<file path="config.mk">
export PLATFORM = sky130hd
export DESIGN_NAME = rename_core
export DESIGN_NICKNAME = d
export VERILOG_FILES = /design/src/verilog/rename_pkg.sv /design/src/verilog/free_list.sv /design/src/verilog/map_table.sv /design/src/verilog/rename_core.sv /design/src/verilog/reorder_buffer.sv
export SDC_FILE = /design/constraint.sdc
export NUM_CORES = 1
export LEC_CHECK = 0
export BUFFER_PORTS_ARGS = -buffer_cell sky130_fd_sc_hd__buf_4
export CAP_MARGIN = 20
export CORE_UTILIZATION = 40
export DETAILED_ROUTE_END_ITERATION = 7
export PLACE_DENSITY_LB_ADDON = 0.3
export SYNTH_ARGS = -nofsm -noshare
export SYNTH_HDL_FRONTEND = slang
export SYNTH_SLANG_ARGS = --single-unit
</file>
<file path="constraint.sdc">
create_clock -name clock -period 7.55 [get_ports clock]
set_clock_uncertainty 0.1 [all_clocks]
set_input_delay 0.755 -clock clock [delete_from_list [all_inputs] [get_ports clock]]
set_output_delay 0.755 -clock clock [all_outputs]
set_load 0.05 [all_outputs]
</file>
<file path="src/verilog/rename_pkg.sv">
// rename core shared definitions
// sizes, register and index types, the dispatch/retire structs
// and the reorder buffer walk state

package rename_pkg;

  // architectural registers visible to software
  localparam int NUM_ARCH = 8;
  // in-flight instruction window
  localparam int NUM_ROB = 16;
  // physical register file size
  localparam int NUM_PR = 24;
  // registers not holding an architectural value after reset
  // equal to NUM_ROB, so a held credit always finds a free register
  localparam int FREE_DEPTH = NUM_PR - NUM_ARCH;

  typedef logic [$clog2(NUM_ARCH)-1:0] arch_reg_t;
  typedef logic [$clog2(NUM_PR)-1:0] phys_reg_t;
  typedef logic [$clog2(NUM_ROB)-1:0] rob_idx_t;
  typedef logic [$clog2(FREE_DEPTH)-1:0] free_ptr_t;

  typedef struct packed {
    logic valid;
    arch_reg_t dest;
  } dispatch_t;

  typedef struct packed {
    logic valid;
    rob_idx_t rob_idx;
    phys_reg_t t;
    phys_reg_t t_old;
  } rename_result_t;

  typedef struct packed {
    logic valid;
    logic complete;
    arch_reg_t dest;
    phys_reg_t t;
    phys_reg_t t_old;
  } rob_entry_t;

  typedef struct packed {
    logic valid;
    arch_reg_t dest;
    phys_reg_t t;
    phys_reg_t t_old;
  } retire_t;

  typedef struct packed {
    logic valid;
    rob_idx_t branch_idx;
  } mispredict_t;

  typedef enum logic {
    normal,
    walking
  } rob_mode_t;

endpackage

</file>
<file path="src/verilog/free_list.sv">
// free physical register list
// circular FIFO preloaded with the registers above the architectural set

`timescale 1ns/1ps

module free_list (
  input  logic                  clock,
  input  logic                  reset,
  input  logic                  pop,
  input  logic                  push,
  input  rename_pkg::phys_reg_t push_reg,
  output rename_pkg::phys_reg_t head_reg
);

  import rename_pkg::*;

  phys_reg_t slots [FREE_DEPTH];
  free_ptr_t rd_ptr;
  free_ptr_t wr_ptr;

  // oldest free register, consumed by the next dispatch
  assign head_reg = slots[rd_ptr];

  // read pointer advances on pop
  always_ff @(posedge clock) begin
    if (reset) begin
      rd_ptr <= '0;
    end else if (pop) begin
      rd_ptr <= rd_ptr + free_ptr_t'(1);
    end
  end

  // list starts full, so the write pointer wraps to match the read pointer
  always_ff @(posedge clock) begin
    if (reset) begin
      wr_ptr <= '0;
    end else if (push) begin
      wr_ptr <= wr_ptr + free_ptr_t'(1);
    end
  end

  // preload NUM_ARCH .. NUM_PR-1 in order
  always_ff @(posedge clock) begin
    if (reset) begin
      for (int i = 0; i < FREE_DEPTH; i++) begin
        slots[i] <= phys_reg_t'(NUM_ARCH + i);
      end
    end else if (push) begin
      // occupancy never exceeds FREE_DEPTH, so this slot was already popped
      slots[wr_ptr] <= push_reg;
    end
  end

endmodule

</file>
<file path="src/verilog/map_table.sv">
// speculative register map
// architectural to physical mapping, combinational read,
// written at dispatch and restored entry by entry during a walk

`timescale 1ns/1ps

module map_table (
  input  logic                  clock,
  input  logic                  reset,
  input  rename_pkg::arch_reg_t read_arch,
  output rename_pkg::phys_reg_t read_phys,
  input  logic                  write_en,
  input  rename_pkg::arch_reg_t write_arch,
  input  rename_pkg::phys_reg_t write_phys
);

  import rename_pkg::*;

  phys_reg_t map [NUM_ARCH];

  // current mapping, the T_old of a dispatch this cycle
  assign read_phys = map[read_arch];

  always_ff @(posedge clock) begin
    if (reset) begin
      // identity mapping out of reset
      for (int i = 0; i < NUM_ARCH; i++) begin
        map[i] <= phys_reg_t'(i);
      end
    end else if (write_en) begin
      map[write_arch] <= write_phys;
    end
  end

endmodule

</file>
<file path="src/verilog/rename_core.sv">
// register rename core
// ties the reorder buffer to the free list and map table and returns
// one dispatch credit per retired or squashed entry

`timescale 1ns/1ps

module rename_core (
  input  logic                       clock,
  input  logic                       reset,
  input  rename_pkg::dispatch_t      dispatch,
  input  logic                       complete_valid,
  input  rename_pkg::rob_idx_t       complete_idx,
  input  rename_pkg::mispredict_t    mispredict,
  output rename_pkg::rename_result_t rename_result,
  output rename_pkg::retire_t        retire,
  output logic                       credit_return,
  output logic                       walk_busy
);

  import rename_pkg::*;

  logic alloc;
  logic map_write;
  logic free_push;
  logic squash;
  phys_reg_t free_reg;
  phys_reg_t map_old;
  phys_reg_t map_phys;
  phys_reg_t free_reg_in;
  arch_reg_t map_arch;

  reorder_buffer rob0 (
    .clock          (clock),
    .reset          (reset),
    .dispatch       (dispatch),
    .complete_valid (complete_valid),
    .complete_idx   (complete_idx),
    .mispredict     (mispredict),
    .free_reg       (free_reg),
    .map_old        (map_old),
    .alloc          (alloc),
    .map_write      (map_write),
    .map_arch       (map_arch),
    .map_phys       (map_phys),
    .free_push      (free_push),
    .free_reg_in    (free_reg_in),
    .squash         (squash),
    .rename_result  (rename_result),
    .retire         (retire),
    .walk_busy      (walk_busy)
  );

  free_list free0 (
    .clock    (clock),
    .reset    (reset),
    .pop      (alloc),
    .push     (free_push),
    .push_reg (free_reg_in),
    .head_reg (free_reg)
  );

  // read port looks up the dispatched destination
  map_table map0 (
    .clock      (clock),
    .reset      (reset),
    .read_arch  (dispatch.dest),
    .read_phys  (map_old),
    .write_en   (map_write),
    .write_arch (map_arch),
    .write_phys (map_phys)
  );

  // retire and squash never fall in the same cycle
  assign credit_return = retire.valid | squash;

endmodule

</file>
<file path="src/verilog/reorder_buffer.sv">
// reorder buffer
// tracks in-flight renamed instructions, retires the head in order
// and walks the tail back one entry per cycle after a mispredict

`timescale 1ns/1ps

module reorder_buffer (
  input  logic                       clock,
  input  logic                       reset,
  input  rename_pkg::dispatch_t      dispatch,
  input  logic                       complete_valid,
  input  rename_pkg::rob_idx_t       complete_idx,
  input  rename_pkg::mispredict_t    mispredict,
  input  rename_pkg::phys_reg_t      free_reg,
  input  rename_pkg::phys_reg_t      map_old,
  output logic                       alloc,
  output logic                       map_write,
  output rename_pkg::arch_reg_t      map_arch,
  output rename_pkg::phys_reg_t      map_phys,
  output logic                       free_push,
  output rename_pkg::phys_reg_t      free_reg_in,
  output logic                       squash,
  output rename_pkg::rename_result_t rename_result,
  output rename_pkg::retire_t        retire,
  output logic                       walk_busy
);

  import rename_pkg::*;

  rob_entry_t entries [NUM_ROB];
  rob_idx_t head;
  rob_idx_t tail;
  rob_idx_t tail_next;
  rob_idx_t step_idx;
  rob_idx_t walk_target;
  rob_idx_t walk_stop;
  rob_mode_t mode;
  logic retire_now;

  // registered rename result
  logic result_valid;
  rob_idx_t result_idx;
  phys_reg_t result_t;
  phys_reg_t result_t_old;

  always_comb begin
    // head leaves once complete, but never during a walk
    retire_now = (mode == normal) && entries[head].valid && entries[head].complete;
    // entry squashed this cycle while walking
    step_idx = tail - rob_idx_t'(1);
    tail_next = dispatch.valid ? tail + rob_idx_t'(1) : tail;
    // the walk stops once the tail sits just past the branch
    walk_target = mispredict.branch_idx + rob_idx_t'(1);
  end

  assign alloc = dispatch.valid;
  assign walk_busy = (mode == walking);
  assign squash = walk_busy;

  // map write: restore during the walk, new mapping at dispatch
  always_comb begin
    if (walk_busy) begin
      map_write = 1'b1;
      map_arch = entries[step_idx].dest;
      map_phys = entries[step_idx].t_old;
    end else begin
      map_write = dispatch.valid;
      map_arch = dispatch.dest;
      map_phys = free_reg;
    end
  end

  // squashed T or retired T_old goes back to the free list
  always_comb begin
    free_push = walk_busy | retire_now;
    free_reg_in = walk_busy ? entries[step_idx].t : entries[head].t_old;
  end

  always_comb begin
    retire.valid = retire_now;
    retire.dest = entries[head].dest;
    retire.t = entries[head].t;
    retire.t_old = entries[head].t_old;
  end

  always_ff @(posedge clock) begin
    if (reset) begin
      head <= '0;
      tail <= '0;
      mode <= normal;
      for (int i = 0; i < NUM_ROB; i++) begin
        entries[i].valid <= 1'b0;
      end
    end else begin
      if (dispatch.valid) begin
        entries[tail].valid <= 1'b1;
        entries[tail].complete <= 1'b0;
        entries[tail].dest <= dispatch.dest;
        entries[tail].t <= free_reg;
        entries[tail].t_old <= map_old;
      end

      if (complete_valid && entries[complete_idx].valid) begin
        entries[complete_idx].complete <= 1'b1;
      end

      if (retire_now) begin
        entries[head].valid <= 1'b0;
        head <= head + rob_idx_t'(1);
      end

      case (mode)
        normal: begin
          tail <= tail_next;
          // a dispatch in the mispredict cycle is younger and gets squashed too
          if (mispredict.valid && (tail_next != walk_target)) begin
            mode <= walking;
          end
        end
        walking: begin
          entries[step_idx].valid <= 1'b0;
          tail <= step_idx;
          if (step_idx == walk_stop) begin
            mode <= normal;
          end
        end
        default: mode <= normal;
      endcase
    end
  end

  always_ff @(posedge clock) begin
    if (mispredict.valid && (mode == normal)) begin
      walk_stop <= walk_target;
    end
  end

  always_ff @(posedge clock) begin
    if (reset) begin
      result_valid <= 1'b0;
    end else begin
      result_valid <= dispatch.valid;
    end
  end

  always_ff @(posedge clock) begin
    if (dispatch.valid) begin
      result_idx <= tail;
      result_t <= free_reg;
      result_t_old <= map_old;
    end
  end

  always_comb begin
    rename_result.valid = result_valid;
    rename_result.rob_idx = result_idx;
    rename_result.t = result_t;
    rename_result.t_old = result_t_old;
  end

endmodule
</file>
Yosys cells after proc, flatten, opt, wreduce, memory -nomap -nowiden
Memory sizes are Yosys's and may differ from the RTL's. A register that Yosys moved wholly into a read port is not among the register bits.
Index checks and enable logic that the tools add are counted.
- flip-flop bits (word level): 36
- logic and storage cells: 85
- memory bits (writable): 360
- memories kept: 3
- input port bits: 16
- reduce and logical (&&, ||, !) cells: 11
- equality and inequality tests: 2
- bitwise logic cells: 2
- muxes and demuxes: 51
- $add $sub $neg: 6
- memories (name ; depth ; width ; rd ports ; clocked after Yosys merged registers in ; write ports ; RTL line ; source):
    rob0.entries ; 16 ; 15 ; 3 ; 1 ; 16 ; reorder_buffer.sv:30 ; rob_entry_t entries [NUM_ROB];
    free0.slots ; 16 ; 5 ; 1 ; 1 ; 16 ; free_list.sv:17 ; phys_reg_t slots [FREE_DEPTH];
    map0.map ; 8 ; 5 ; 1 ; 0 ; 8 ; map_table.sv:19 ; phys_reg_t map [NUM_ARCH];
- operator list (operator ; number):
    2-to-1 mux 15 bit ; 4
    OR reduction 15 bit ; 4
    2-to-1 mux 4 bit ; 10
    2-to-1 mux 1 bit ; 25
    adder 4 x 1 -> 4 bit, second input constant ; 5
    2-to-1 mux 5 bit ; 4
    OR reduction 5 bit ; 2
    2-to-1 mux 3 bit ; 3
    one-hot mux 4 bit (2 select lines) ; 1
    2-to-1 mux 2 bit ; 3
    logical AND 1 bit ; 5
    == test 4 bit ; 1
    != test 4 bit ; 1
    subtractor 4 x 1 -> 4 bit, second input constant ; 1
    one-hot mux 1 bit (2 select lines) ; 1
    inverter 1 bit ; 1
    bitwise OR 1 bit ; 1

Depth between registers and ports, before layout
- depth after elaboration: 9
- depth in mapped cells: 13

By module
Synthesis repeated with hierarchy kept, for this count alone.
- cell total of the unflattened synthesis: 1181
- area total of the unflattened synthesis: 18784.3 µm²
- by module, submodules not included (module ; area each (µm²) ; times used ; cells each ; sequential area each (µm²)):
    reorder_buffer ; 12654.6 ; 1 ; 750 ; 7707.4
    free_list ; 4205.3 ; 1 ; 305 ; 2642.5
    map_table ; 1918.1 ; 1 ; 125 ; 1201.2
    rename_core ; 6.3 ; 1 ; 1 ; 0.0

Worst setup path after synthesis
OpenSTA, ideal clock, no wires.
- kind: register to register
- start: register rob0.tail[0]
- end: memory map0.map[2][0] (netlist bit), enable pin
- arrival: 3.199 ns
- required time: 7.137 ns
- slack: 3.938 ns
- period minus slack after synthesis: 3.612 ns
- path buffers: 4
- cell stages (with the launch flop): 13
- cell sequence: dfxtp_1 -> buf_6 -> buf_4 -> inv_2 -> ha_1 -> clkbuf_1 -> clkbuf_1 -> mux4_2 -> mux2_2 -> a221o_1 -> nor2_4 -> nand3_2 -> nand2_1
- RTL lines (item ; RTL line ; source):
    start: declaration ; reorder_buffer.sv:32 ; rob_idx_t tail;
    start signal: assignment ; reorder_buffer.sv:114 ; tail <= tail_next;
    start signal: assignment ; reorder_buffer.sv:122 ; tail <= step_idx;
    end: declaration ; map_table.sv:19 ;

==> impl_metrics.py <==
metrics = {
    "sta": {
        "min_period_over_period": 0.6009,
        "hold_viol": 0,
        "period_minus_slack_ns": 4.537,
        "setup-tns-final_ns": 0,
        "worst_pin_slew_ns": 1.110,
        "finalSetupViolCount": 0,
        "fmaxAchievable_ghz": 0.2204,
        "hold_ws_ns": 0.3649,
        "drv_slew": 0,
        "rsz0062_at_grt": "no",
        "relSlewSlack": 0.2551,
    },
    "finish": {
        "final_nets": 1253,
        "reg_top3": "rob0.entries: 240 flops, free0.slots: 80 flops, map0.map: 40 flops",
        "final_cells": 1858,
        "largest_reg_flops": 240,
        "diodes": 0,
        "drive_gt1_frac": 0.2568,
        "area_growth_pct": 12.26,
        "regMostFlops": "rob0.entries",
    },
    "clock_network": {
        "hold_buffers": 0,
        "cts-buffers-inserted": 44,
        "path_clk_slew_ns": 0.06,
        "clockBufferDepth": 3,
        "cts.repair.resized": 0,
        "htree_levels": 2,
        "cts.sinks": 404,
        "post_cts_buffers": 0,
        "clkLatencyLatePin_ns": 0.58,
        "cts_tree": "yes",
        "clockRootBuffer": "clkbuf_16",
    },
    "job": {
        "maxCapViolCount": 0,
    },
    "placement": {
        "place.gp.congestion": 0.8202,
        "dp_cells": 1779,
        "numPortBuffers": 46,
        "dp_hpwl_um": 30500,
    },
    "logic_synthesis": {
        "async_flop_share": 0,
        "syn-num-nets": 1221,
        "syn_area_um2": 18660,
        "synth-edff-count": 346,
        "avgSynthCellArea_um2": 15.62,
        "yosysSeqAreaShare": 0.6192,
        "synth-warning-count": 0,
        "synth_ff_type": "edfxtp_1",
        "synth_seq_cells": 404,
        "synth_cell_types": 59,
        "synthCells": 1194,
    },
    "critical_path": {
        "worst_path_max_delay_cell": "mux4_2",
        "arrival_ns": 3.68,
        "crit_path_frequent_cell": "buf_4",
        "crit_chain": "buf_4 -> mux4_2 -> mux4_2 -> nand2_1 -> buf_4 -> buf_4",
        "critPathLaunchType": "flop",
        "critPathCaptureType": "output port",
        "slowest_delay_ns": 0.63,
        "critPathRequiredTime_ns": 6.69,
        "worstSetupPathType": "reg -> out",
        "critPathMaxFanout": 41,
    },
    "detailed_routing": {
        "drc": 0,
        "totalWireLength_um": 48150,
        "routed_via_density": 5.898,
        "antenna_left": 0,
        "dr_total_vias": 10960,
        "wire_per_inst_um": 25.91,
        "firstDrtPassIters": 5,
        "drt_iter0_markers": 1027,
    },
    "pwr": {
        "power_density_nw_per_um2": 271.8,
        "finalPower_mw": 5.693,
        "p_leak_nw": 6.616,
        "vdd_ir_drop_max_v": 0.0001261,
    },
    "global_routing": {
        "grt_use_total": 0.2055,
        "grt_pass1_vias": 11140,
        "grt_max_degree": 54,
        "grt_antenna_before_repair": 0,
        "grt_overflow": 0,
        "grt_pass1_wl_um": 70750,
    },
    "die": {
        "start_util": 0.4084,
        "ios": 47,
        "rows": 78,
        "die-width_um": 218.0,
        "core_um2": 45670,
        "dieHeight_um": 218.0,
        "dieArea_um2": 47510,
    },
    "min_path": {
        "min_path_type": "reg -> reg",
    },
    "run_status": {
        "status": "complete, no violations",
    },
}
where the power goes:
group / switching [mW] / internal [mW]
registers: 0.0633 / 2.54
logic: 0.630 / 0.348
clock network: 0.869 / 1.24
critical path, delay by kind of cell, from the launching register on:
family        cells  cell delay (ns)
mux               2             1.22
buf+inv           3             1.19
simple gates      1             0.37
flops             1             0.31
final cells by class:
type / count / area (µm²)
well taps: 600 / 750.7
clock inverters: 18 / 178.9
inverters: 21 / 78.83
clock buffers: 60 / 1224
multi-input cells: 692 / 6666
fillers: 3961 / 24730
flip-flops and latches: 404 / 11560
repair buffers: 63 / 483.0
cells in the final DEF, fill, tap and decap left out, types with 6 or more instances in the layout:
cell,netlist,final
clkinv_2,0,8
dfxtp_1,58,54
a2111oi_0,6,6
mux4_2,156,156
nor2b_1,13,13
a32oi_1,22,22
xor2_1,7,6
mux2_2,10,10
buf_4,9,61
a21oi_1,14,14
clkbuf_16,0,46
o21ai_0,22,22
a22o_1,8,8
edfxtp_1,346,346
nand3_1,13,13
inv_1,18,18
nand2b_1,15,15
a21o_1,18,18
xnor2_1,18,18
nor2_2,2,6
nand4_1,10,10
nor3_1,9,9
nand2_1,146,146
and3_1,7,7
nor2_1,111,107
clkbuf_1,27,12
mux2i_1,16,16
ha_1,11,10
and2_1,14,14
o21ai_1,6,6
through the flow:
step                      setup WS (ns)  area (µm²)  utilization
final                             3.013       20940       0.4585
after global routing              2.819       20940       0.4585
after CTS                         2.993       20930       0.4582
after detailed placement          3.114       19530       0.4275
after global placement            3.303       19520       0.4273
after floorplan                   3.938       18660            -
layer usage:
metal	GRT usage	vias up	part of all wire
li1	-	4751	-
met2	0.3281	471	0.48
met4	0.06573	0	0.026
met5	0	-	0
met1	0.2713	5646	0.41
met3	0.05746	91	0.084
synthesized netlist by cell type (8+ instances only):
master      n  area share
xnor2_1    18      0.0085
nor3_1      9      0.0024
nor2_1    111       0.022
a21oi_1    14      0.0038
edfxtp_1  346        0.56
and2_1     14      0.0047
buf_1      10      0.0020
o21ai_0    22      0.0059
buf_4       9      0.0036
a21o_1     18      0.0072
a32oi_1    22       0.010
mux4_2    156        0.19
inv_1      18      0.0036
buf_2      26      0.0070
a22o_1      8      0.0038
mux2i_1    16      0.0086
nand2_1   146       0.029
ha_1       11      0.0074
nor2b_1    13      0.0044
dfxtp_1    58       0.062
nand4_1    10      0.0034
nand3_1    13      0.0035
mux2_2     10      0.0060
nand2b_1   15      0.0050
clkbuf_1   27      0.0054
final timing paths:
kind / endpoint / cells past startpoint / slack (ns) / startpoint
max: credit_return / 6 / 3.01 / flop
min: rob0.entries[10][14] / 2 / 0.36 / rob0.entries[10][14]
max reg2reg: map0.map[5][0] / 8 / 3.09 / rob0.tail[0]
min reg2reg: rob0.entries[10][14] / 2 / 0.36 / rob0.entries[10][14]
kinds of logic (layout without fill, tap and decap cells):
group,count (synthesis),count (layout),synth area share
flops,404,404,0.6192
simple gates,359,359,0.08766
mux,183,183,0.2044
compound gates,114,114,0.04453
buf+inv,98,162,0.02515
xor+xnor,25,25,0.01174
fa+ha+maj,11,11,0.007377
Note: power is estimated with default switching activity, not from simulation.
